### src/hw/ooo_pkg.sv
`default_nettype none
// ===============================================
// Shared types and constants of the execution cluster.
// Modules pull these in with a wildcard import.
// ===============================================

package ooo_pkg;

	// Operand and result width of every unit and of the CDB.
	localparam int DATA_W = 64;

	// ===============================================
	// CDB sources and their one-hot order
	// ===============================================

	// Number of units that can drive the CDB.
	localparam int NUM_FU = 4;

	// Bit positions in the request and grant vectors, highest priority first.
	localparam int FU_MUL1 = 3;
	localparam int FU_MUL2 = 2;
	localparam int FU_ADD1 = 1;
	localparam int FU_ADD2 = 0;

	// One-hot select codes as seen by the CDB mux.
	localparam logic [NUM_FU-1:0] SEL_MUL1 = NUM_FU'(1) << FU_MUL1;
	localparam logic [NUM_FU-1:0] SEL_MUL2 = NUM_FU'(1) << FU_MUL2;
	localparam logic [NUM_FU-1:0] SEL_ADD1 = NUM_FU'(1) << FU_ADD1;
	localparam logic [NUM_FU-1:0] SEL_ADD2 = NUM_FU'(1) << FU_ADD2;

	// ===============================================
	// Opcodes and decode classes
	// ===============================================

	// Issue opcode. Codes 6 and 7 are illegal.
	typedef enum logic [2:0] {
		OP_ADD = 3'd0,
		OP_SUB = 3'd1,
		OP_AND = 3'd2,
		OP_OR  = 3'd3,
		OP_XOR = 3'd4,
		OP_MUL = 3'd5
	} op_e;

	// Operation handed to an adder.
	typedef enum logic [2:0] {
		ALU_ADD = 3'd0,
		ALU_SUB = 3'd1,
		ALU_AND = 3'd2,
		ALU_OR  = 3'd3,
		ALU_XOR = 3'd4
	} alu_op_e;

	// Which unit class an opcode needs.
	typedef enum logic [1:0] {
		CLASS_ALU  = 2'd0,
		CLASS_MUL  = 2'd1,
		CLASS_NONE = 2'd2
	} unit_class_e;

endpackage

`default_nettype wire

### src/hw/cdb_one_entry.sv
`timescale 1ns/1ps
`default_nettype none
// ===============================================
// CDB mux. Routes the granted unit's result, tag and ROB
// index onto the bus from the one-hot select.
// ===============================================

module cdb_one_entry
	import ooo_pkg::*;
#(
	parameter int PRF_SIZE = 64,
	parameter int ROB_SIZE = 32,
	localparam int TAG_W = $clog2(PRF_SIZE),
	localparam int ROB_W = $clog2(ROB_SIZE) + 1
)
(
	// Select order is mult1, mult2, adder1, adder2 from the top bit.
	input  wire logic [NUM_FU-1:0] fu_select,
	input  wire logic [DATA_W-1:0] mult1_result_in,
	input  wire logic [TAG_W-1:0]  mult1_dest_reg_idx,
	input  wire logic [ROB_W-1:0]  mult1_rob_idx,
	input  wire logic [DATA_W-1:0] mult2_result_in,
	input  wire logic [TAG_W-1:0]  mult2_dest_reg_idx,
	input  wire logic [ROB_W-1:0]  mult2_rob_idx,
	input  wire logic [DATA_W-1:0] adder1_result_in,
	input  wire logic [TAG_W-1:0]  adder1_dest_reg_idx,
	input  wire logic [ROB_W-1:0]  adder1_rob_idx,
	input  wire logic [DATA_W-1:0] adder2_result_in,
	input  wire logic [TAG_W-1:0]  adder2_dest_reg_idx,
	input  wire logic [ROB_W-1:0]  adder2_rob_idx,
	output logic                   cdb_valid,
	output logic [TAG_W-1:0]       cdb_tag,
	output logic [DATA_W-1:0]      cdb_out,
	output logic [ROB_W-1:0]       cdb_rob_idx
);

	always_comb
	begin
		// Idle bus by default.
		cdb_valid   = 1'b0;
		cdb_tag     = '0;
		cdb_out     = '0;
		cdb_rob_idx = '0;
		case (fu_select)
			SEL_MUL1:
			begin
				cdb_valid   = 1'b1;
				cdb_tag     = mult1_dest_reg_idx;
				cdb_out     = mult1_result_in;
				cdb_rob_idx = mult1_rob_idx;
			end
			SEL_MUL2:
			begin
				cdb_valid   = 1'b1;
				cdb_tag     = mult2_dest_reg_idx;
				cdb_out     = mult2_result_in;
				cdb_rob_idx = mult2_rob_idx;
			end
			SEL_ADD1:
			begin
				cdb_valid   = 1'b1;
				cdb_tag     = adder1_dest_reg_idx;
				cdb_out     = adder1_result_in;
				cdb_rob_idx = adder1_rob_idx;
			end
			SEL_ADD2:
			begin
				cdb_valid   = 1'b1;
				cdb_tag     = adder2_dest_reg_idx;
				cdb_out     = adder2_result_in;
				cdb_rob_idx = adder2_rob_idx;
			end
			default:
			begin
				// No grant, or a malformed select. Bus stays idle.
				cdb_valid = 1'b0;
			end
		endcase
	end

endmodule

`default_nettype wire

### config.mk
export PLATFORM = sky130hd
export DESIGN_NAME = cdb_one_entry
export DESIGN_NICKNAME = d
export VERILOG_FILES = /design/src/hw/ooo_pkg.sv /design/src/hw/cdb_one_entry.sv
export SDC_FILE = /design/constraint.sdc
export NUM_CORES = 1
export LEC_CHECK = 0
export ABC_CLOCK_PERIOD_IN_PS = 1100
export BUFFER_PORTS_ARGS = -buffer_cell sky130_fd_sc_hd__buf_2
export CAP_MARGIN = 15
export CORE_AREA = 5 5 145 147
export DETAILED_ROUTE_END_ITERATION = 7
export DIE_AREA = 0 0 150 152
export PLACE_DENSITY_LB_ADDON = 0.15
export SLEW_MARGIN = 15
export SYNTH_ARGS = -nofsm -noshare
export SYNTH_HDL_FRONTEND = slang
export SYNTH_SLANG_ARGS = --single-unit
### constraint.sdc
create_clock -name vclk -period 1.1
set_input_delay 0.165 -clock vclk [all_inputs]
set_output_delay 0.165 -clock vclk [all_outputs]
set_load 0.05 [all_outputs]
# Yosys cells after proc, flatten, opt, wreduce, memory -nomap -nowiden
# Cells that the tools add are included.
# op_classes
eq_ne	4
n_mux	4
n_reduce_logical	1
# op_table
operator	count
64-bit one-hot mux with 4 select lines	1
6-bit one-hot mux with 4 select lines	2
4-bit by 1-bit equality test with 1-bit output (second input constant)	1
4-bit by 2-bit equality test with 1-bit output (second input constant)	1
4-bit by 3-bit equality test with 1-bit output (second input constant)	1
4-bit equality test (second input constant)	1
4-bit OR reduction	1
1-bit two-way mux	1
# word_totals
ff_bits	0
input_bits	308
output_inout_bits	77
wordCells	9

# Logic depth before layout (Yosys ltp)
# depth
depth_word	3
mapped_depth	6
ltp_nobuf	3

# Worst setup path before layout
# No wires, ideal clock.
# synth_timing
kind	input -> output
start	input port fu_select[3]
end	output port cdb_out[33]
arrival_time_ps	1528
required_ps	935
setup_slack_ps	-593
path_stages	4
path_buffers	2
path_cell_list	or2_1 -> buf_2 -> clkbuf_1 -> o21ai_1
# synth_via
elab_chain_cells	2
word_cells_on_any_way	5
classes_between	eq/ne (4); mux (1)
# synth_rtl
element	line_no	source
start: declaration	cdb_one_entry.sv:18	input wire logic [NUM_FU-1:0] fu_select,
4-bit by 1-bit equality test with 1-bit output, or another cell as far along	cdb_one_entry.sv:44	case (fu_select)
64-bit one-hot mux with 4 select lines *	cdb_one_entry.sv:44	
end: declaration	cdb_one_entry.sv:33	output logic [DATA_W-1:0] cdb_out,
# Mark *: on every way between the ends. The rest lies on a longest branch, timed or not.

# Worst setup path after layout
# layout_timing
start	input port fu_select[3]
end	output port cdb_out[0]
# Same word-level chain as after synthesis.

==> flow_summary.json <==
{
  "synthTopCellsByArea": "a22oi_1 63%, o21ai_1 21%, buf_2 4.9%",
  "post-route-period-util_pct": 144.8,
  "post-synth-top-count-cell": "a22oi_1",
  "grt_max_degree": 25,
  "worst_slack_ps": -492.7,
  "period_minus_slack_ps": 1593,
  "drtPass1Iterations": 4,
  "drc": 0,
  "cp.required_ps": 940,
  "total_power_mw": 3.286,
  "tns_ps": -33410,
  "dpl.hpwl_um": 12990,
  "min-delay-start": "mult1_dest_reg_idx[5]",
  "syn_nets": 587,
  "dp_cells": 930,
  "finalWirelength_um": 20990,
  "ant_nets": 0,
  "grt_pass1_wl_um": 29100,
  "placedInstanceArea_um2": 5165,
  "antenna_found_initial": 0,
  "nets": 1021,
  "wire_per_inst_um": 21.40,
  "die_y_um": 152,
  "drv_cap": 0,
  "port_buffers": 385,
  "synth_top_area_share_pct": 62.51,
  "ir_drop_uv": 188.0,
  "clkbuf_count": 0,
  "overflow": 0,
  "p_leak_nw": 3.054,
  "insertedDiodeCount": 0,
  "ys_types": 13,
  "setup_violations": 77,
  "synth_largest_area_cell": "a22oi_1",
  "hold_ws_ps": 677.4,
  "worstPathArrival_ps": 1430,
  "status": "complete, but fails checks",
  "worstMarginPinSlew_ps": 300.7,
  "place_ws_ps": -644.8,
  "critPathKind": "in -> out",
  "synth_cells": 279,
  "finalHoldViolations": 0,
  "dieArea_um2": 22800,
  "yosysWarnings": 0,
  "maxSlewHeadroom_pct": 79.95,
  "rsz0062_at_grt": "yes",
  "gr-usage-all-layers_pct": 16.36,
  "synth.top_cells.by_count": "152 x a22oi_1, 77 x o21ai_1, 18 x buf_2",
  "initial_core_util_pct": 9.230,
  "rows": 52,
  "postLayoutCoreUtil_pct": 38.08,
  "finish.instance_area_um2": 7532,
  "core_area_um2": 19780,
  "vias": 4437,
  "initialDrtViolationCount": 108,
  "layout-drive-gt1-share_pct": 97.05,
  "failed_checks": "setup timing",
  "nFlopsAndLatches": 0,
  "vias_per_cell": 4.523,
  "crit_path_end_kind": "primary output",
  "fin_cells": 981,
  "crit_fanout": 8,
  "min_path_cells": 4,
  "regArea_um2": 0,
  "startpoint": "fu_select[3]",
  "synthesis.area_um2": 1826,
  "crit_path_start_kind": "input pin",
  "finalWeightedCongestion": 0.7485,
  "drv_slew": 0,
  "min_to": "cdb_tag[5]",
  "cellPowerDensity_nw_per_um2": 436.3,
  "die_width_um": 150,
  "syn_avg_cell_area_um2": 6.543,
  "fill_cells": 2002,
  "yosysSeqAreaShare_pct": 0,
  "grt_pass1_vias": 5107,
  "hp-class": "in -> out",
  "ios": 385,
  "fmax_mhz": 627.9,
  "syn2layout_area_growth_pct": 312.6
}
## critical path, cell delays in order
cell and delay [ps]:
buf_8 100, nor4b_4 270, buf_6 160, buf_6 120
buf_12 130, buf_16 150, a22oi_2 90, o21ai_4 70
buf_6 170
## repair_timing
action,4_1_cts,5_1_grt
gates resized for setup,339,25
gates cloned,24,5
buffers inserted,29,3
endpoints found under the setup margin,77,77
hold buffers,0,0
pin swaps,60,16
## cell families (layout without fill, tap and decap cells)
logic type             Yosys count  after routing  share of synthesized area, %
XOR/XNOR                         1              1                        0.4799
buffers and inverters           41            472                         11.31
AND/OR/NAND/NOR                  6              7                         4.045
AO/OA/AOI/OAI                  231            231                         84.17
## worst max path at each step
stage and to:
6_report cdb_out[0], 5_1_grt cdb_rob_idx[1], 4_1_cts cdb_out[3], 3_5_place_dp cdb_out[26]
3_3_place_gp cdb_out[56], 2_1_floorplan cdb_out[33]
## routing by layer
layer  up-vias  GRT usage, %  share of wire [%]
li1       2072             -                  -
met1      2111         18.54                 39
met2       238         32.49                 53
met3        16         2.532                7.6
met4         0         1.830                1.0
met5         -             0                  0
## placed cells by master (no fill, tap or decap), types with 4 or more instances in the layout
master	n
a22oi_1	21
a22oi_2	131
buf_12	28
buf_16	18
buf_2	304
buf_4	23
buf_6	70
buf_8	23
clkbuf_16	4
o21ai_2	7
o21ai_4	72
## area by class of cell
type | count | area (um^2) | area share [%]
Tap cell | 270 | 337.8 | 4.485
Multi-Input combinational cell | 239 | 3146 | 41.76
Timing Repair Buffer | 472 | 4049 | 53.75
## report_power, final
part           leakage, nW  internal (mW)  switching [mW]
clock                    0              0               0
sequential               0              0               0
combinational         3.05           1.56            1.73
No activity file was read; power rests on OpenSTA's default activity.
