File: config.mk
export PLATFORM = sky130hd
export DESIGN_NAME = alu_unit
export DESIGN_NICKNAME = d
export VERILOG_FILES = /design/src/hw/ooo_pkg.sv /design/src/hw/alu_unit.sv
export SDC_FILE = /design/constraint.sdc
export NUM_CORES = 1
export LEC_CHECK = 0
export ABC_CLOCK_PERIOD_IN_PS = 950
export BUFFER_PORTS_ARGS = -buffer_cell sky130_fd_sc_hd__clkbuf_2
export CAP_MARGIN = 20
export CORE_ASPECT_RATIO = 1.1
export CORE_MARGIN = 3
export CORE_UTILIZATION = 58
export CTS_BUF_LIST = sky130_fd_sc_hd__clkbuf_16
export CTS_CLUSTER_DIAMETER = 60
export DETAILED_ROUTE_END_ITERATION = 10
export PLACE_DENSITY = 0.82
export REMOVE_ABC_BUFFERS = 1
export SETUP_SLACK_MARGIN = 0.4
export SYNTH_ARGS = -nofsm -noshare
export SYNTH_HDL_FRONTEND = slang
export SYNTH_SLANG_ARGS = --single-unit
File: constraint.sdc
create_clock -name clock -period 0.95 [get_ports clock]
set_input_delay 0.095 -clock clock [delete_from_list [all_inputs] [get_ports clock]]
set_output_delay 0.095 -clock clock [all_outputs]
set_load 0.05 [all_outputs]
File: src/hw/ooo_pkg.sv
`default_nettype none
// ===============================================
// Shared types and constants of the execution cluster.
// Modules pull these in with a wildcard import.
// ===============================================

package ooo_pkg;

	// Operand and result width of every unit and of the CDB.
	localparam int DATA_W = 64;

	// ===============================================
	// CDB sources and their one-hot order
	// ===============================================

	// Number of units that can drive the CDB.
	localparam int NUM_FU = 4;

	// Bit positions in the request and grant vectors, highest priority first.
	localparam int FU_MUL1 = 3;
	localparam int FU_MUL2 = 2;
	localparam int FU_ADD1 = 1;
	localparam int FU_ADD2 = 0;

	// One-hot select codes as seen by the CDB mux.
	localparam logic [NUM_FU-1:0] SEL_MUL1 = NUM_FU'(1) << FU_MUL1;
	localparam logic [NUM_FU-1:0] SEL_MUL2 = NUM_FU'(1) << FU_MUL2;
	localparam logic [NUM_FU-1:0] SEL_ADD1 = NUM_FU'(1) << FU_ADD1;
	localparam logic [NUM_FU-1:0] SEL_ADD2 = NUM_FU'(1) << FU_ADD2;

	// ===============================================
	// Opcodes and decode classes
	// ===============================================

	// Issue opcode. Codes 6 and 7 are illegal.
	typedef enum logic [2:0] {
		OP_ADD = 3'd0,
		OP_SUB = 3'd1,
		OP_AND = 3'd2,
		OP_OR  = 3'd3,
		OP_XOR = 3'd4,
		OP_MUL = 3'd5
	} op_e;

	// Operation handed to an adder.
	typedef enum logic [2:0] {
		ALU_ADD = 3'd0,
		ALU_SUB = 3'd1,
		ALU_AND = 3'd2,
		ALU_OR  = 3'd3,
		ALU_XOR = 3'd4
	} alu_op_e;

	// Which unit class an opcode needs.
	typedef enum logic [1:0] {
		CLASS_ALU  = 2'd0,
		CLASS_MUL  = 2'd1,
		CLASS_NONE = 2'd2
	} unit_class_e;

endpackage

`default_nettype wire

File: src/hw/alu_unit.sv
`timescale 1ns/1ps
`default_nettype none
// ===============================================
// Single-cycle adder unit with a result hold register.
// The result requests the CDB until it is granted.
// ===============================================

module alu_unit
	import ooo_pkg::*;
#(
	parameter int PRF_SIZE = 64,
	parameter int ROB_SIZE = 32,
	localparam int TAG_W = $clog2(PRF_SIZE),
	localparam int ROB_W = $clog2(ROB_SIZE) + 1
)
(
	input  wire logic              clock,
	input  wire logic              arst_n,
	input  wire logic              start,
	input  wire alu_op_e           alu_op,
	input  wire logic [DATA_W-1:0] op_a,
	input  wire logic [DATA_W-1:0] op_b,
	input  wire logic [TAG_W-1:0]  op_tag,
	input  wire logic [ROB_W-1:0]  op_rob,
	input  wire logic              grant,
	output logic                   req,
	output logic                   busy,
	output logic [DATA_W-1:0]      result,
	output logic [TAG_W-1:0]       res_tag,
	output logic [ROB_W-1:0]       res_rob
);

	logic [DATA_W-1:0] alu_res;

	// Combinational ALU.
	always_comb
	begin
		case (alu_op)
			ALU_ADD: alu_res = op_a + op_b;
			ALU_SUB: alu_res = op_a - op_b;
			ALU_AND: alu_res = op_a & op_b;
			ALU_OR:  alu_res = op_a | op_b;
			ALU_XOR: alu_res = op_a ^ op_b;
			default: alu_res = '0;
		endcase
	end

	// A new result wins over a grant on the same edge.
	always_ff @(posedge clock or negedge arst_n)
	begin
		if (!arst_n)
			req <= 1'b0;
		else if (start)
			req <= 1'b1;
		else if (grant)
			req <= 1'b0;
	end

	// Hold register for the result and its tags.
	always_ff @(posedge clock)
	begin
		if (start)
		begin
			result  <= alu_res;
			res_tag <= op_tag;
			res_rob <= op_rob;
		end
	end

	// Free again in the cycle the held result is granted.
	assign busy = req & ~grant;

	// Decode must never start a unit that still holds a result.
	start_while_busy_a: assert property (@(posedge clock) disable iff (!arst_n)
		!(start && busy))
		else $error("alu_unit: start while holding an ungranted result");

endmodule

`default_nettype wire

==> reports/results.txt, run 1 <==
The buffers inserted during post-CTS setup optimization is 42. The floorplan has 52 rows. The async set or reset register ratio after synthesis works out to 0.0130. The number of different library cells used by synthesis comes to 70. The most used flip-flop cell after synthesis is sky130_fd_sc_hd__edfxtp_1. After synthesis the cells add up to 0.0110 mm2. Number of buffers added by the clock tree synthesis step: 9. The count of synthesis-stage warnings from yosys is 0. In this run the number of H-tree levels came out at 3. The tools report the I/O pin count as 225. Each instance of the synthesized netlist takes up on average 8.01 um2. From bottom edge to top edge, the die measures 151 um.

The logs give 0.209 for the part of the Yosys area used for sequential elements and 2 for the clock tree buffer depth. Routability-driven placement finished with a final weighted congestion of 0.999. Counting every sink on the clock net gives 77. The number of standard cells after synthesis was 1379. The run stopped with a tool error. The tools report the halt point of the flow as clock tree synthesis. The number of hold-repair buffers added at the cts stage was 1; the half-perimeter wire length after detailed placement was 34100 um. The run gives 0.0157 mm2 as the placement-stage cell area. Once the clock tree was built, the resizer swapped 360 gates to a different size.

In this run the clock root is driven by a sky130_fd_sc_hd__clkbuf_16. The width of the die came out at 138 um. The initial cell density of the core was 0.595; the number of port buffers was 224. Number of synthesized register bits: 77. The first error in the log reads "[ERROR DPL-0033] detailed placement checks failed during check placement". The number of synthesized flops with an enable pin was 76.
==> cells by family after synthesis <==
group	synth area share
mux	0.00272
fa+ha+maj	0.219
xor+xnor	0.0936
flops	0.209
simple gates	0.150
buf+inv	0.0715
compound gates	0.254
==> cells in the mapped netlist, drive strengths merged, types with 7 or more instances <==
cell | n | area [um2]
edfxtp | 76 | 2280
o21a | 14 | 105
or4 | 7 | 60.1
clkbuf | 59 | 221
ha | 192 | 2400
inv | 145 | 544
a211oi | 44 | 330
nor2 | 124 | 465
o41ai | 8 | 77.6
and3 | 10 | 67.6
xor2 | 25 | 219
nor3 | 22 | 133
nand4 | 23 | 165
a31oi | 27 | 169
nand2 | 84 | 318
a21o | 43 | 323
o21ai | 94 | 474
nand2b | 12 | 75.1
o21bai | 13 | 97.6
xnor2 | 93 | 815
nand3 | 24 | 120
a21oi | 127 | 636
o221ai | 13 | 114
o31ai | 14 | 110
==> through the flow <==
stage                     instances  hold WS (ps)  TNS, ps  setup WS (ps)
after global placement         2236          -130  -191720          -3900
after detailed placement       2236          -124  -196810          -4000
after floorplan                1314          -201  -197460          -3630
==> run 2, diff against run 1 <==
==> config.mk (replaced) <==
export PLATFORM = sky130hd
export DESIGN_NAME = alu_unit
export DESIGN_NICKNAME = d
export VERILOG_FILES = /design/src/hw/ooo_pkg.sv /design/src/hw/alu_unit.sv
export SDC_FILE = /design/constraint.sdc
export NUM_CORES = 1
export LEC_CHECK = 0
export ABC_CLOCK_PERIOD_IN_PS = 950
export BUFFER_PORTS_ARGS = -buffer_cell sky130_fd_sc_hd__clkbuf_2
export CAP_MARGIN = 20
export CORE_MARGIN = 3
export CORE_UTILIZATION = 40
export DETAILED_ROUTE_END_ITERATION = 10
export PLACE_DENSITY_LB_ADDON = 0.15
export REMOVE_ABC_BUFFERS = 1
export SYNTH_ARGS = -nofsm -noshare
export SYNTH_HDL_FRONTEND = slang
export SYNTH_SLANG_ARGS = --single-unit
==> run 2 against run 1 <==
The flow now finishes, with violations (setup timing). Synthesized cell count unchanged. Synthesized area is the same.
==> reports/results.txt, run 2 <==
For the register-to-register setup slack, the log shows 50 ps. The register with the most flip-flops is result. Counting both buffers and inverters, the worst setup path holds a total of 5. The largest total area in the synthesized netlist belongs to sky130_fd_sc_hd__ha_1. In this run the clock root is driven by a sky130_fd_sc_hd__clkbuf_16. The run gives 0 as the final count of hold timing violations. Remaining number of nets flagged by the antenna check after routing: 0. The number of placement rows was 60 (+15%); the H-tree level count was 3 (unchanged). Detailed-router iteration count before antenna repair: 5. The min-delay analysis places its worst path in the category input pin to async pin. The run gives 0.0110 mm2 (unchanged) as the netlist area before placement.

The final critical path time including I/O delays and setup is 4210 ps, and the maximum fanout along the worst path is 5. The routed wirelength normalized by instance count is 18.3 um, and the overall overflow remaining after global route is 0. The half-perimeter wire length after detailed placement came out at 32700 um (-4.1%).

Cell with the largest stage delay on the worst path: sky130_fd_sc_hd__or4_4. In the routed layout, each cell is associated on average with a via count of 5.41. The tools report the total negative setup slack as -169780 ps. The most common cell in the synthesized netlist is sky130_fd_sc_hd__ha_1. The final layout contains 2428 nets. The register with the most flip-flops in the layout has 64 of them. Setup repair after global routing could not meet its margin everywhere.

Ratio of final minimum period to clock period: 4.44. The launch point of the worst path was op_b[14]. The DRC violation total after the first TritonRoute iteration is 698, and the floorplan die area is 0.0296 mm2. The initial cell density of the core came out at 0.409 (-0.187).

The final reports fail on setup timing. The flow ran to the end, but the final reports show violations. The antenna diode count came out at 0. The DRC violation count after routing is 0, and the number of synthesized register bits is 77 (unchanged).

The core region is 0.0270 mm2. Ranked by instance count, the synthesized netlist is headed by sky130_fd_sc_hd__ha_1, sky130_fd_sc_hd__inv_1, sky130_fd_sc_hd__a21oi_1. For this design the ratio of total power to cell area is 1140 mW/mm2.

The startpoint of the worst-slack reg-to-reg timing path was req. Leaving out fill and tap cells, the most frequent cells in the layout are sky130_fd_sc_hd__buf_4, sky130_fd_sc_hd__ha_1, sky130_fd_sc_hd__clkbuf_2, sky130_fd_sc_hd__inv_1, sky130_fd_sc_hd__nor2_1. The number of port buffers was 224 (unchanged); the required time of the critical path was 1030 ps.

The async set or reset register ratio after synthesis is 0.0130 (unchanged). The part of the Yosys area used for sequential elements came out at 0.209 (unchanged). The tools report the count of placed standard cells in the final layout, fillers left out as 2434. The largest single stage delay on the critical path is 540 ps. The max-capacitance violation count was 0. The critical path crosses 21 cells after its start point.

The setup slack of the critical path after layout is -3260 ps, and the clock tree buffer depth is 2 (unchanged). At the pin with the least slew margin, the transition time is 760 ps. The data arrival at the endpoint of the critical path was 4290 ps. Entering global routing, the biggest net connects 55 pins. Walking the worst path, the cells encountered are buf_6, or4_4, nor3_4, nand4_4, nor4_4, buf_4, inv_2, nor2_2, nor2_1, xnor2_1, ha_1, and4_1, nand3_1, or4b_4, o2bb2ai_4, a31o_4, buf_6, a21o_1, buf_4, xnor2_1, o21ai_0. The category of cells accounting for the largest share of critical-path delay is simple AND/OR/NAND/NOR gates. IR analysis of the VDD net gives a maximum drop of 0.981 mV. For the distinct cell type count after synthesis, the log shows 70 (unchanged). Kind of end point of the critical path: a flop. The sink count of the clock tree was 77 (unchanged); the achievable clock frequency was 237 MHz. The tools report the clock network latency to the later pin of the worst-skew pair as 360 ps. The largest registers in the layout are result x64, res_rob x6, res_tag x6. The number of cells after detailed placement is 2345 (+4.9%). The tools report the number of global-route vias before repair as 12700. The tools report the number of buffers added by the clock tree synthesis step as 9 (unchanged). Number of max-slew violations in the final report: 0. The tools report the number of standard cells after synthesis as 1379 (unchanged). The number of synthesized flops with an enable pin works out to 76 (unchanged).

Detailed-route via count: 13200. The area added between synthesis and finish is 72.6%. After detailed routing, the total wire length is 44600 um.

The I/O pin count is 225 (unchanged), and the standby leakage power is 0.00925 uW. The height of the die works out to 172 um (+14%). For the final number of setup-violating endpoints, the log shows 141. The worst register-to-register path has a depth of 2. TritonCTS built the clock tree. The average cell area after synthesis is 8.01 um2 (unchanged). By area the synthesized netlist is led by sky130_fd_sc_hd__ha_1, sky130_fd_sc_hd__edfxtp_1, sky130_fd_sc_hd__xnor2_1, sky130_fd_sc_hd__a21oi_1, sky130_fd_sc_hd__inv_1.

The library cell used most frequently in the layout, excluding fill and tap cells, is sky130_fd_sc_hd__buf_4. The worst setup path is launched from an input pin. Ratio of cells with drive above 1 in the final layout: 0.477.

The logs give 0 for the number of antenna violations at the first check in global routing and 0.926 (-7.3%) for the routability-driven placement congestion ratio. Width of the die: 172 um (+25%). The run gives 0 (unchanged) as the count of synthesis-stage warnings from yosys. After clock tree synthesis, the clock-pin slew on the worst setup and hold paths is 70 ps.

The setup path with the least slack is of type input pin to flop. The most used flip-flop cell after synthesis is sky130_fd_sc_hd__edfxtp_1. The first global-routing pass estimated 63900 um of wire. The relative slew slack is 0.493, and the final clock skew is 0 ps. The area share of the largest cell type after synthesis is 0.218 (unchanged). The run gives 0.272 as the global routing usage summed across all routing layers.
## run 2: final timing paths
kind	endpoint
worst max-delay path	result[53]
worst min-delay path	req
worst max register to register	req
worst min register to register	req
max in group asynchronous	req
min in group clock	req
## run 2: metrics by stage
step | utilization | power [uW] | hold slack, ps | setup WS (ps) | area [um2]
2_1_floorplan | - | 10000 | -201 | -3630 | 10800
3_3_place_gp | 0.591 | 14600 | -130 | -3990 | 16000
5_1_grt | 0.705 | 22800 | 24.3 | -3480 | 19100
3_5_place_dp | 0.591 | 14800 | -128 | -3900 | 16000
6_report | 0.705 | 21700 | 36.2 | -3260 | 19100
4_1_cts | 0.644 | 20000 | 19.5 | -3190 | 17400
## run 2: final cells by class
| type | instances | area (um2) |
|---|---|---|
| Clock buffer | 9 | 225 |
| Clock inverter | 7 | 105 |
| Multi-Input combinational cell | 1092 | 9250 |
| Tap cell | 341 | 427 |
| Fill cell | 2142 | 7970 |
| Timing Repair Buffer | 763 | 6190 |
| Inverter | 145 | 547 |
| Sequential cell | 77 | 2310 |
## run 2: metal layers
layer | routed length (um) | GRT usage | vias to the layer above | share of wire
met1 | 19000 | 0.350 | 6279 | 0.43
met5 | 0 | 0 | - | 0
met2 | 21900 | 0.480 | 414 | 0.49
met3 | 2450 | 0.0322 | 81 | 0.055
li1 | - | - | 6391 | -
met4 | 1190 | 0.0791 | 0 | 0.027
## run 2: power by group
group / internal [uW] / total [uW] / switching, uW
registers: 4260 / 4500 / 242
clock network: 2360 / 4160 / 1800
logic: 6170 / 13100 / 6890
total: 12800 / 21700 / 8930
## run 2: kinds of logic after synthesis
family          count (synthesis)  share of synthesized area
compound gates                441                      0.254
flops                          77                      0.209
mux                             3                    0.00272
xor+xnor                      118                     0.0936
buf+inv                       210                     0.0715
fa+ha+maj                     193                      0.219
simple gates                  337                      0.150
## run 2: what timing repair did
action,in CTS,in global routing
pin swaps,42,88
hold buffers,13,0
gates cloned,0,4
buffers inserted,15,47
setup endpoints to repair,142,142
hold endpoints to repair,13,0
resized for setup,219,432
(Power assumes the default switching activity.)
