[src/hw/ooo_pkg.sv]
`default_nettype none
// ===============================================
// Shared types and constants of the execution cluster.
// Modules pull these in with a wildcard import.
// ===============================================

package ooo_pkg;

	// Operand and result width of every unit and of the CDB.
	localparam int DATA_W = 64;

	// ===============================================
	// CDB sources and their one-hot order
	// ===============================================

	// Number of units that can drive the CDB.
	localparam int NUM_FU = 4;

	// Bit positions in the request and grant vectors, highest priority first.
	localparam int FU_MUL1 = 3;
	localparam int FU_MUL2 = 2;
	localparam int FU_ADD1 = 1;
	localparam int FU_ADD2 = 0;

	// One-hot select codes as seen by the CDB mux.
	localparam logic [NUM_FU-1:0] SEL_MUL1 = NUM_FU'(1) << FU_MUL1;
	localparam logic [NUM_FU-1:0] SEL_MUL2 = NUM_FU'(1) << FU_MUL2;
	localparam logic [NUM_FU-1:0] SEL_ADD1 = NUM_FU'(1) << FU_ADD1;
	localparam logic [NUM_FU-1:0] SEL_ADD2 = NUM_FU'(1) << FU_ADD2;

	// ===============================================
	// Opcodes and decode classes
	// ===============================================

	// Issue opcode. Codes 6 and 7 are illegal.
	typedef enum logic [2:0] {
		OP_ADD = 3'd0,
		OP_SUB = 3'd1,
		OP_AND = 3'd2,
		OP_OR  = 3'd3,
		OP_XOR = 3'd4,
		OP_MUL = 3'd5
	} op_e;

	// Operation handed to an adder.
	typedef enum logic [2:0] {
		ALU_ADD = 3'd0,
		ALU_SUB = 3'd1,
		ALU_AND = 3'd2,
		ALU_OR  = 3'd3,
		ALU_XOR = 3'd4
	} alu_op_e;

	// Which unit class an opcode needs.
	typedef enum logic [1:0] {
		CLASS_ALU  = 2'd0,
		CLASS_MUL  = 2'd1,
		CLASS_NONE = 2'd2
	} unit_class_e;

endpackage

`default_nettype wire

[src/hw/issue_decode.sv]
`timescale 1ns/1ps
`default_nettype none
// ===============================================
// Issue decode. Classifies the opcode, picks a free unit
// and answers the issue side with stall and illegal levels.
// ===============================================

module issue_decode
	import ooo_pkg::*;
#(
	parameter int PRF_SIZE = 64,
	parameter int ROB_SIZE = 32,
	localparam int TAG_W = $clog2(PRF_SIZE),
	localparam int ROB_W = $clog2(ROB_SIZE) + 1
)
(
	input  wire logic              issue_valid,
	input  wire op_e               issue_op,
	input  wire logic [DATA_W-1:0] issue_a,
	input  wire logic [DATA_W-1:0] issue_b,
	input  wire logic [TAG_W-1:0]  issue_tag,
	input  wire logic [ROB_W-1:0]  issue_rob,
	input  wire logic              add1_busy,
	input  wire logic              add2_busy,
	input  wire logic              mul1_busy,
	input  wire logic              mul2_busy,
	output logic                   issue_stall,
	output logic                   issue_illegal,
	output logic                   add1_start,
	output logic                   add2_start,
	output logic                   mul1_start,
	output logic                   mul2_start,
	output alu_op_e                alu_op,
	output logic [DATA_W-1:0]      op_a,
	output logic [DATA_W-1:0]      op_b,
	output logic [TAG_W-1:0]       op_tag,
	output logic [ROB_W-1:0]       op_rob
);

	unit_class_e op_class;
	logic        accept;

	// Opcode to class, and ALU opcodes to the adder operation.
	always_comb
	begin
		op_class = CLASS_NONE;
		alu_op   = ALU_ADD;
		case (issue_op)
			OP_ADD: begin op_class = CLASS_ALU; alu_op = ALU_ADD; end
			OP_SUB: begin op_class = CLASS_ALU; alu_op = ALU_SUB; end
			OP_AND: begin op_class = CLASS_ALU; alu_op = ALU_AND; end
			OP_OR:  begin op_class = CLASS_ALU; alu_op = ALU_OR;  end
			OP_XOR: begin op_class = CLASS_ALU; alu_op = ALU_XOR; end
			OP_MUL: op_class = CLASS_MUL;
			default: op_class = CLASS_NONE;
		endcase
	end

	// Illegal opcodes are flagged and dropped in the same cycle.
	assign issue_illegal = issue_valid && (op_class == CLASS_NONE);

	// Stall only when both units of the needed class are holding results.
	assign issue_stall = issue_valid &&
		(((op_class == CLASS_ALU) && add1_busy && add2_busy) ||
		 ((op_class == CLASS_MUL) && mul1_busy && mul2_busy));

	assign accept = issue_valid && !issue_stall;

	// Unit 1 first, unit 2 only when unit 1 is busy.
	assign add1_start = accept && (op_class == CLASS_ALU) && !add1_busy;
	assign add2_start = accept && (op_class == CLASS_ALU) && add1_busy && !add2_busy;
	assign mul1_start = accept && (op_class == CLASS_MUL) && !mul1_busy;
	assign mul2_start = accept && (op_class == CLASS_MUL) && mul1_busy && !mul2_busy;

	// Operands, tag and ROB index are shared by all four units.
	assign op_a   = issue_a;
	assign op_b   = issue_b;
	assign op_tag = issue_tag;
	assign op_rob = issue_rob;

	// At most one unit may be started per cycle.
	always_comb
	begin
		assert ($onehot0({add1_start, add2_start, mul1_start, mul2_start}))
			else $error("issue_decode: more than one start strobe");
	end

endmodule

`default_nettype wire

[config.mk]
export PLATFORM = sky130hd
export DESIGN_NAME = issue_decode
export DESIGN_NICKNAME = d
export VERILOG_FILES = /design/src/hw/ooo_pkg.sv /design/src/hw/issue_decode.sv
export SDC_FILE = /design/constraint.sdc
export NUM_CORES = 1
export LEC_CHECK = 0
export BUFFER_PORTS_ARGS = -buffer_cell sky130_fd_sc_hd__buf_2
export CAP_MARGIN = 10
export CORE_AREA = 2 2 115 117
export DETAILED_ROUTE_END_ITERATION = 8
export DIE_AREA = 0 0 117 119
export GPL_TIMING_DRIVEN = 0
export PLACE_DENSITY = 0.44
export SYNTH_ARGS = -nofsm -noshare
export SYNTH_HDL_FRONTEND = slang
export SYNTH_SLANG_ARGS = --single-unit
export TNS_END_PERCENT = 100
[constraint.sdc]
create_clock -name vclk -period 2.2
set_input_delay 0.44 -clock vclk [all_inputs]
set_output_delay 0.44 -clock vclk [all_outputs]
set_load 0.1 [all_outputs]
# == Yosys cells after proc, flatten, opt, wreduce, memory -nomap -nowiden ==
# Cells that the tools add are included.
# word_totals
ff_bits,0
latch_bits,0
mem_bits_rw,0
rom_bits,0
output_inout_bits,149
elab_cells,33
memories,0
# op_classes
n_addsub,0
mul,0
div,0
magnitude_cmp,0
n_eq_ne,7
shift,0
mux,2
bitwise_logic,0
n_reduce_logical,24
# ops
operator,count
$logic_and 1x1->1,15
$pmux 3 s4,1
$eq 3x2->1 const B,2
$eq 3x3->1 const B,2
$logic_not 1->1,5
$reduce_or 5->1,1
$pmux 2 s2,1
$eq 3x1->1 const B,1
$logic_not 3->1,1
$eq 2x1->1 const B,1
$eq 2x2->1 const B,1
$logic_not 2->1,1
$logic_or 1x1->1,1

# == Logic depth before layout (Yosys ltp) ==
# Gate-level depths: netlist (run 1).
# logic_depth
ltp_word,13
depth_mapped,2

# == Worst setup path before layout (run 1) ==
# No wires, ideal clock.
# synth_timing
kind,input -> output
from,in issue_op[1]
to,out mul2_start
t_arrival_ns,2.834
t_required_ns,1.760
path_slack_ns,-1.074
stages,2
path_cell_list,nand4b_1 nor3b_1
# synth_between
elab_chain_len,13
elab_cells_between_ends,21
classes_between,6 x eq/ne; 1 x mux; 14 x reduce/logical
# synth_rtl
item,line_no,rtl
from (decl),issue_decode.sv:18,"input wire op_e issue_op,"
"$eq 3x3->1, or another cell as far along",issue_decode.sv:48,case (issue_op)
$reduce_or 5->1 (no line),-,
$pmux 2 s2 *,issue_decode.sv:48,
$eq 2x1->1 / $logic_not 2->1 (equally long branches),"issue_decode.sv:65, issue_decode.sv:73, issue_decode.sv:64",
$logic_and 1x1->1 (on tied branches) (2 in series),"issue_decode.sv:65, issue_decode.sv:64",
$logic_or 1x1->1,issue_decode.sv:64,(((op_class == CLASS_ALU) && add1_busy && add2_busy) ||
$logic_and 1x1->1,issue_decode.sv:63,assign issue_stall = issue_valid &&
$logic_not 1->1,issue_decode.sv:67,assign accept = issue_valid && !issue_stall;
$logic_and 1x1->1,issue_decode.sv:67,
$logic_and 1x1->1 * (3 in series),issue_decode.sv:73,assign mul2_start = accept && (op_class == CLASS_MUL) && mul1_busy && !mul2_busy;
to (decl),issue_decode.sv:32,"output logic mul2_start,"
# Every way passes the cells marked *; elsewhere a longest branch is shown, timed or not.

# == Worst setup path after layout (run 1) ==
# layout_timing
from,in issue_op[1]
to,out add2_start
# layout_between
elab_chain_len,13
elab_cells_between_ends,21
classes_between,6 x eq/ne; 1 x mux; 14 x reduce/logical
# layout_rtl
item,line_no,rtl
"$eq 3x3->1, or another cell as far along",issue_decode.sv:48,
$reduce_or 5->1 (no line),-,
$pmux 2 s2 *,issue_decode.sv:48,
$eq 2x1->1 / $logic_not 2->1 (equally long branches),"issue_decode.sv:65, issue_decode.sv:64, issue_decode.sv:71",
$logic_and 1x1->1 (on tied branches) (2 in series),"issue_decode.sv:65, issue_decode.sv:64",
$logic_or 1x1->1,issue_decode.sv:64,
$logic_and 1x1->1,issue_decode.sv:63,
$logic_not 1->1,issue_decode.sv:67,
$logic_and 1x1->1,issue_decode.sv:67,
$logic_and 1x1->1 * (3 in series),issue_decode.sv:71,assign add2_start = accept && (op_class == CLASS_ALU) && add1_busy && !add2_busy;
to (decl),issue_decode.sv:30,"output logic add2_start,"
# Marked as above.

==> results of run 1 <==
## cells in the final DEF, fill, tap and decap left out
master and instances:
sky130_fd_sc_hd__nand2_1 2, sky130_fd_sc_hd__nor2b_2 1, sky130_fd_sc_hd__and2b_2 1, sky130_fd_sc_hd__o22ai_2 1, sky130_fd_sc_hd__and4bb_2 1, sky130_fd_sc_hd__nand2b_1 1, sky130_fd_sc_hd__nor2_2 1, sky130_fd_sc_hd__nor3_2 1
sky130_fd_sc_hd__nor3b_2 1, sky130_fd_sc_hd__nand4b_1 1, sky130_fd_sc_hd__and3_1 1, sky130_fd_sc_hd__buf_4 140, sky130_fd_sc_hd__buf_2 157, sky130_fd_sc_hd__nand3_1 1, sky130_fd_sc_hd__nor3b_4 1, sky130_fd_sc_hd__o21a_1 1
## kinds of logic (layout without fill, tap and decap cells)
family,Yosys count,after routing
AOI/OAI and AO/OA,2,2
buffers and inverters,140,297
and+or+nand+nor,13,13
## final cells by class
class                           instances  area (µm²)  share of cell area, %
Timing Repair Buffer                  157         786                   35.9
Multi-Input combinational cell         15         131                   6.00
Buffer                                140        1050                   48.0
Tap cell                              176         220                   10.1
## synthesized netlist by cell type
cell type	n
sky130_fd_sc_hd__nor3b_1	2
sky130_fd_sc_hd__nor3_1	1
sky130_fd_sc_hd__nand4b_1	1
sky130_fd_sc_hd__and4bb_2	1
sky130_fd_sc_hd__and3_1	1
sky130_fd_sc_hd__nor2_1	1
sky130_fd_sc_hd__o21a_1	1
sky130_fd_sc_hd__nand2b_1	1
sky130_fd_sc_hd__nand2_1	2
sky130_fd_sc_hd__buf_4	140
sky130_fd_sc_hd__and2b_2	1
sky130_fd_sc_hd__o22ai_1	1
sky130_fd_sc_hd__nand3_1	1
sky130_fd_sc_hd__nor2b_1	1
## worst paths after layout
kind | startpoint | end | cells after the start
max | issue_op[1] | add2_start | 4
min | issue_a[16] | op_a[16] | 2
## report_power, final
| part | switching (µW) | total, µW | internal [µW] |
|---|---|---|---|
| clock network | 0 | 0 | 0 |
| logic | 1140 | 1400 | 259 |
| registers | 0 | 0 | 0 |
## stage by stage
stage / setup slack, ps / hold slack (ps) / TNS [ps] / instances / total power (µW)
after floorplan: -121 / 992 / -174 / 155 / 1260
after global placement: 223 / 1260 / 0 / 488 / 1400
after detailed placement: 228 / 1260 / 0 / 488 / 1400
after CTS: 230 / 1260 / 0 / 488 / 1400
after global routing: 201 / 1270 / 0 / 488 / 1430
final: 240 / 1260 / 0 / 488 / 1400
## metal layers
layer	wire length, µm	part of all wire [%]	global-route usage [%]
met3	611	14	0.102
met5	0	0	0
met4	87	1.9	0.956
met2	2580	58	11.6
met1	1180	26	3.70
## critical path, stage by stage
cell and delay, ps:
sky130_fd_sc_hd__buf_2 120, sky130_fd_sc_hd__o21a_1 240, sky130_fd_sc_hd__and4bb_2 300, sky130_fd_sc_hd__buf_2 420
==> metrics.yaml, run 1 <==
run_status:
  run_status: "complete, no violations"
global_routing:
  grt_max_degree: 8
  first_global_vias: 1220
  gr-usage-all-layers_pct: 4.76
  grt_remaining_overflow: 0
  first_pass_grt_wire_length_um: 5310
  antenna_found_initial: 0
worst_setup_path:
  worst_setup_path_start_kind: "input port"
  critical_path_required_ps: 1760
  setup.worst_path.class: "in2out"
  critical_path.endpoint_type: "output pin"
  critPathMaxFanout: 5
  timing.critical_path.arrival_ps: 1520
clock_tree:
  ctsResizeCount: 0
  holdBufCountCts: 0
  buffers_inserted_during_post_cts_setup_optimization: 0
logic_synthesis:
  synth-adder-area-share_pct: 0
  synth_compound_gate_area_share_pct: 1.20
  synthSimpleGateAreaFrac_pct: 7.40
  synthesized_nets: 303
  yosys.cell_types.count: 14
  netlist_area_mm2: 0.00115
  synth_top_family_by_area: "buffers and inverters"
  synthXorXnorAreaFrac_pct: 0
  synth.yosys.seq_area_share_pct: 0
  synth.avg_cell_area_um2: 7.42
  ys_warn_count: 0
  synth_top_area_share_pct: 91.4
  post_synth_mux_area_share_pct: 0
  synth.largest_area_cell: "sky130_fd_sc_hd__buf_4"
  ys_top_cells_by_area: "sky130_fd_sc_hd__buf_4 (91%), sky130_fd_sc_hd__nor3b_1 (1.3%), sky130_fd_sc_hd__and4bb_2 (1.1%)"
  netlist_instances: 155
final_layout:
  finalNetCount: 462
  final.fill_count: 1443
  finalCoreUtilization_pct: 17.0
  postLayoutCellArea_mm2: 0.00219
  n_sequential_cell: 0
  seq_area_um2: 0
  antennaDiodeCount: 0
  clk_buf_instances: 0
  area_delta_synth_final_pct: 90.3
  layout-drive-gt1-share_pct: 97.8
placement:
  hpwl_um: 4260
  place_congestion: 0.755
  place_area_mm2: 0.00219
  buffer_ports.inserted: 157
route:
  drt_drc: 0
  route.final.wire_length_um: 4460
  vias_per_cell: 2.88
  final_antenna_net_count: 0
  wire_per_inst_um: 9.14
  detail_route.iter0.violations: 8
  dr_total_vias: 1407
  detail_route.first_pass.iterations: 4
flow_run:
  max_cap_viol_count: 0
floorplan:
  ios: 297
  floorplan.die.height_um: 119
  initial_core_util_pct: 8.93
  placement_rows: 42
  fp.dieArea_mm2: 0.0139
  dieWidth_um: 117
  area_of_the_core_mm2: 0.0129
pwr:
  power_leakage_uw: 0.00134
  worst_ir_drop_vdd_mv: 0.162
  power_density_mw_per_mm2: 638
sta:
  final.period_utilization_pct: 89.1
  maxSlewViolCount: 0
  fin_crit_ps: 1960
  tightestPinTransition_ps: 520
  maxClockFrequency_mhz: 510
  timing.final.hold_violations: 0
  rsz0062_at_grt: "no"
  final_setup_violation_count: 0
  slew_headroom_pct: 65.6
hold_path:
  holdCritPathClass: "in2out"
Power figures use the tool's default switching activity.
==> run 2, diff against run 1 <==
Settings changed: REMOVE_ABC_BUFFERS from default to 1.
==> run 2 against run 1 <==
Worst hold slack worse by 380 ps; fmax down 4.7%; highest routed layer is now met5; via count down 54%; non-clock buffer count down 280.
==> metrics.yaml, run 2 (same netlist as run 1, synthesis figures left out) <==
run_status:
  run_status: "complete, no violations"
floorplan:
  dieWidth_um: 117
  area_of_the_core_mm2: 0.0129
  fp.dieArea_mm2: 0.0139
  placement_rows: 42
  ios: 297
  initial_core_util_pct: 8.93
  floorplan.die.height_um: 119
global_routing:
  globalRouteMet3Util_pct: 48.7
  gr-usage-all-layers_pct: 31.1
  antenna_found_initial: 0
  first_global_vias: 481
  gr-usage-met1_pct: 4.91
  grt_max_degree: 8
  grt.met2_usage_pct: 54.7
  top_usage_layer: "met2"
  grt_remaining_overflow: 0
  first_pass_grt_wire_length_um: 23400
sta:
  maxSlewViolCount: 0
  tightestPinTransition_ps: 492
  slew_headroom_pct: 67.4
  hold_ws_ps: 883
  rsz0062_at_grt: "no"
  fin_crit_ps: 2060
  maxClockFrequency_mhz: 486
  timing.final.hold_violations: 0
  final_setup_violation_count: 0
  final.period_utilization_pct: 93.5
placement:
  hpwl_um: 22300
  place_area_um2: 404
  place_congestion: 1.28
  place.detailed.instances: 208
  buffer_ports.inserted: 17
worst_setup_path:
  worst_setup_path_start_kind: "input port"
  number_of_gates_on_the_worst_path_with_buffers_counted: 4
  critPathCapture: "mul2_start"
  worst-path-buf-inv: 2
  timing.critical_path.arrival_ps: 1620
  path_cells: "buf_2, nand4b_1, nor3b_1, buf_2"
  critical_path.slowest_cell: "sky130_fd_sc_hd__buf_2"
  cp_slowest_stage_delay_ps: 460
  setup.worst_path.class: "in2out"
  critPathTopFamily: "simple AND/OR/NAND/NOR gates"
  critPathMaxFanout: 5
  critical_path.startpoint: "issue_op[1]"
  critical_path_required_ps: 1760
  critical_path.endpoint_type: "output pin"
  critical-path-top-cell-by-count: "sky130_fd_sc_hd__buf_2"
final_layout:
  layout-drive-gt1-share_pct: 59.4
  seq_area_um2: 0
  antennaDiodeCount: 0
  area_delta_synth_final_pct: -64.9
  n_sequential_cell: 0
  final.fill_count: 1531
  final_common_cell: "sky130_fd_sc_hd__buf_2"
  mostFrequentLayoutCells: "sky130_fd_sc_hd__buf_2 (17), sky130_fd_sc_hd__nand2_1 (2), sky130_fd_sc_hd__nor3b_1 (2)"
  multi_input_comb_area_um2: 98.8
  postLayoutCellArea_um2: 404
  finalCoreUtilization_pct: 3.14
  finalNetCount: 182
  final_cell_count_no_fill: 208
  clk_buf_instances: 0
flow_run:
  max_cap_viol_count: 0
route:
  drt_drc: 0
  vias_per_cell: 3.12
  dr_total_vias: 648
  final_antenna_net_count: 0
  detail_route.iter0.violations: 77
  route.final.wire_length_um: 22400
  wire_per_inst_um: 108
  detail_route.first_pass.iterations: 4
pwr:
  worst_ir_drop_vdd_mv: 0.0724
  power_density_mw_per_mm2: 187
  power_leakage_uw: 0.000112
  total_power_consumption_of_the_routed_design_uw: 75.6
clock_tree:
  ctsResizeCount: 0
  buffers_inserted_during_post_cts_setup_optimization: 0
  holdBufCountCts: 0
hold_path:
  worstHoldStart: "issue_a[28]"
  holdCritPathClass: "in2out"
==> run 2: changes by cell type in the layout (fill, tap and decap cells not counted), sizes merged <==
cell,before,now
buf,297,17
==> run 2: how the worst min path moves through the flow <==
stage	slack [ps]	end	cells past startpoint
after floorplan	880	op_a[0]	0
after global placement	890	op_a[2]	0
after detailed placement	890	op_a[2]	0
after CTS	890	op_a[2]	0
after global routing	880	op_a[28]	0
final	880	op_a[28]	0
==> run 2: per-layer routing <==
| layer | vias up | wire (µm) |
|---|---|---|
| li1 | 93 | - |
| met1 | 205 | 1370 |
| met2 | 286 | 11100 |
| met3 | 62 | 7390 |
| met4 | 2 | 2520 |
| met5 | - | 36 |
==> run 2: cell type report <==
| type | instances | area share, % |
|---|---|---|
| multi-input combinational | 15 | 24.5 |
| tap | 176 | 54.5 |
| timing repair buffer | 17 | 21.1 |
==> run 2: report_power, final <==
| group | switching, µW | leakage [µW] | internal, µW |
|---|---|---|---|
| Sequential | 0 | 0 | 0 |
| Clock | 0 | 0 | 0 |
| Combinational | 60.3 | 0.000112 | 15.3 |
==> run 2: stage by stage <==
stage	worst slack (ps)	setup TNS [ps]
6_report	144	0
5_1_grt	84.3	0
4_1_cts	155	0
3_5_place_dp	165	0
3_3_place_gp	206	0
2_1_floorplan	-1070	-3460
==> run 3, diff against run 2 <==
Settings changed: CELL_PAD_IN_SITES_DETAIL_PLACEMENT from default to 0, CELL_PAD_IN_SITES_GLOBAL_PLACEMENT from default to 1, CORE_AREA 2 2 115 117 to 2 2 114 116, DIE_AREA 0 0 117 119 to 0 0 116 118, PLACE_DENSITY 0.44 to 0.75.
==> run 3 against run 2 <==
Non-clock buffer count unchanged; worst hold slack about the same; sequential cell count unchanged; cell area down 0.62%; cell count down 1.4%; fmax about the same; critical path type unchanged; largest cell class unchanged; largest power group unchanged; highest routed layer is now met4.
==> metrics.yaml, run 3 (same netlist as run 1, synthesis figures left out) <==
route:
  route.final.wire_length_um: 22700
  dr_total_vias: 649
  drt_drc: 0
  detail_route.first_pass.iterations: 4
  vias_per_cell: 3.17
  wire_per_inst_um: 111
  detail_route.iter0.violations: 78
  final_antenna_net_count: 0
final_layout:
  mostFrequentLayoutCells: "sky130_fd_sc_hd__buf_2 (17), sky130_fd_sc_hd__nand2_1 (2), sky130_fd_sc_hd__nor3b_1 (2)"
  clk_buf_instances: 0
  final_common_cell: "sky130_fd_sc_hd__buf_2"
  final.fill_count: 1519
  layout-drive-gt1-share_pct: 59.4
  final_cell_count_no_fill: 205
  finalNetCount: 182
  area_delta_synth_final_pct: -65.1
  seq_area_um2: 0
  finalCoreUtilization_pct: 3.24
  n_sequential_cell: 0
floorplan:
  floorplan.die.height_um: 118
  fp.dieArea_mm2: 0.0137
  ios: 297
  initial_core_util_pct: 9.26
  dieWidth_um: 116
  placement_rows: 41
  area_of_the_core_mm2: 0.0124
sta:
  maxSlewViolCount: 0
  final.period_utilization_pct: 93.4
  timing.final.hold_violations: 0
  maxClockFrequency_mhz: 487
  slew_headroom_pct: 65.2
  final_setup_violation_count: 0
  fin_crit_ps: 2050
  tightestPinTransition_ps: 526
  rsz0062_at_grt: "no"
pwr:
  power_leakage_uw: 0.000112
  worst_ir_drop_vdd_mv: 0.0820
  power_density_mw_per_mm2: 193
placement:
  buffer_ports.inserted: 17
  place.detailed.instances: 204
  place_congestion: 1.26
worst_setup_path:
  worst-path-buf-inv: 2
  worst_setup_path_start_kind: "input port"
  critical_path.slowest_cell: "sky130_fd_sc_hd__buf_2"
  cp_slowest_stage_delay_ps: 520
  path_cells: "buf_2, o21a_1, nor3b_1, buf_2"
  critical-path-top-cell-by-count: "sky130_fd_sc_hd__buf_2"
  critPathTopFamily: "buffers and inverters"
  setup.worst_path.class: "in2out"
  critical_path_required_ps: 1760
  critical_path.endpoint_type: "output pin"
  timing.critical_path.arrival_ps: 1610
  critPathMaxFanout: 6
hold_path:
  min_path_cells: 0
  holdCritPathClass: "in2out"
  worstHoldStart: "issue_a[57]"
  hold-path-endpoint: "op_a[57]"
global_routing:
  first_pass_grt_wire_length_um: 23900
  grt_max_degree: 8
  antenna_found_initial: 0
  gr-usage-all-layers_pct: 32.1
  grt_remaining_overflow: 0
  first_global_vias: 468
run_status:
  run_status: "complete, no violations"
clock_tree:
  ctsResizeCount: 0
  holdBufCountCts: 0
  buffers_inserted_during_post_cts_setup_optimization: 0
flow_run:
  max_cap_viol_count: 0
run 3: changes by cell type in the layout (fill, tap and decap cells not counted), sizes merged:
| cell | before | now |
|---|---|---|
| diode | 0 | 1 |
run 3: layout make-up:
type	instances	area [µm²]	area share (%)
Antenna cell	1	2.50	0.623
Timing Repair Buffer	17	85.1	21.2
Tap cell	172	215	53.6
Multi-Input combinational cell	15	98.8	24.6
run 3: worst max-delay path by stage:
stage | start | end | slack (ps) | cells past startpoint
2_1_floorplan | issue_op[1] | mul2_start | -1070 | 2
3_3_place_gp | issue_op[1] | add1_start | 120 | 4
3_5_place_dp | issue_op[1] | add1_start | 160 | 4
4_1_cts | issue_op[1] | add1_start | 150 | 4
5_1_grt | issue_op[1] | add1_start | 80 | 4
6_report | issue_op[1] | add1_start | 150 | 4
run 3: through the flow:
step	setup WS (ps)	power (µW)	hold slack [ps]	TNS, ps	instance area [µm²]
2_1_floorplan	-1070	55.0	880	-3460	98.8
4_1_cts	152	77.9	887	0	399
6_report	145	77.7	883	0	402
3_5_place_dp	159	77.7	887	0	399
3_3_place_gp	125	77.4	887	0	399
5_1_grt	76.2	81.0	882	0	399
run 3: per-layer routing:
layer  up-vias  GRT usage, %  share of wire [%]
met1       211          5.98                7.0
li1         92             -                  -
met3        46          50.4                 33
met2       300          60.2                 53
met5         -          5.88                  0
met4         0          16.2                6.6
run 3: power breakdown:
part / switching (µW) / leakage (µW) / internal [µW] / total, µW
clock: 0 / 0.00000000634 / 0.0000391 / 0.0000391
combinational: 62.4 / 0.000112 / 15.3 / 77.7
sequential: 0 / 0 / 0 / 0
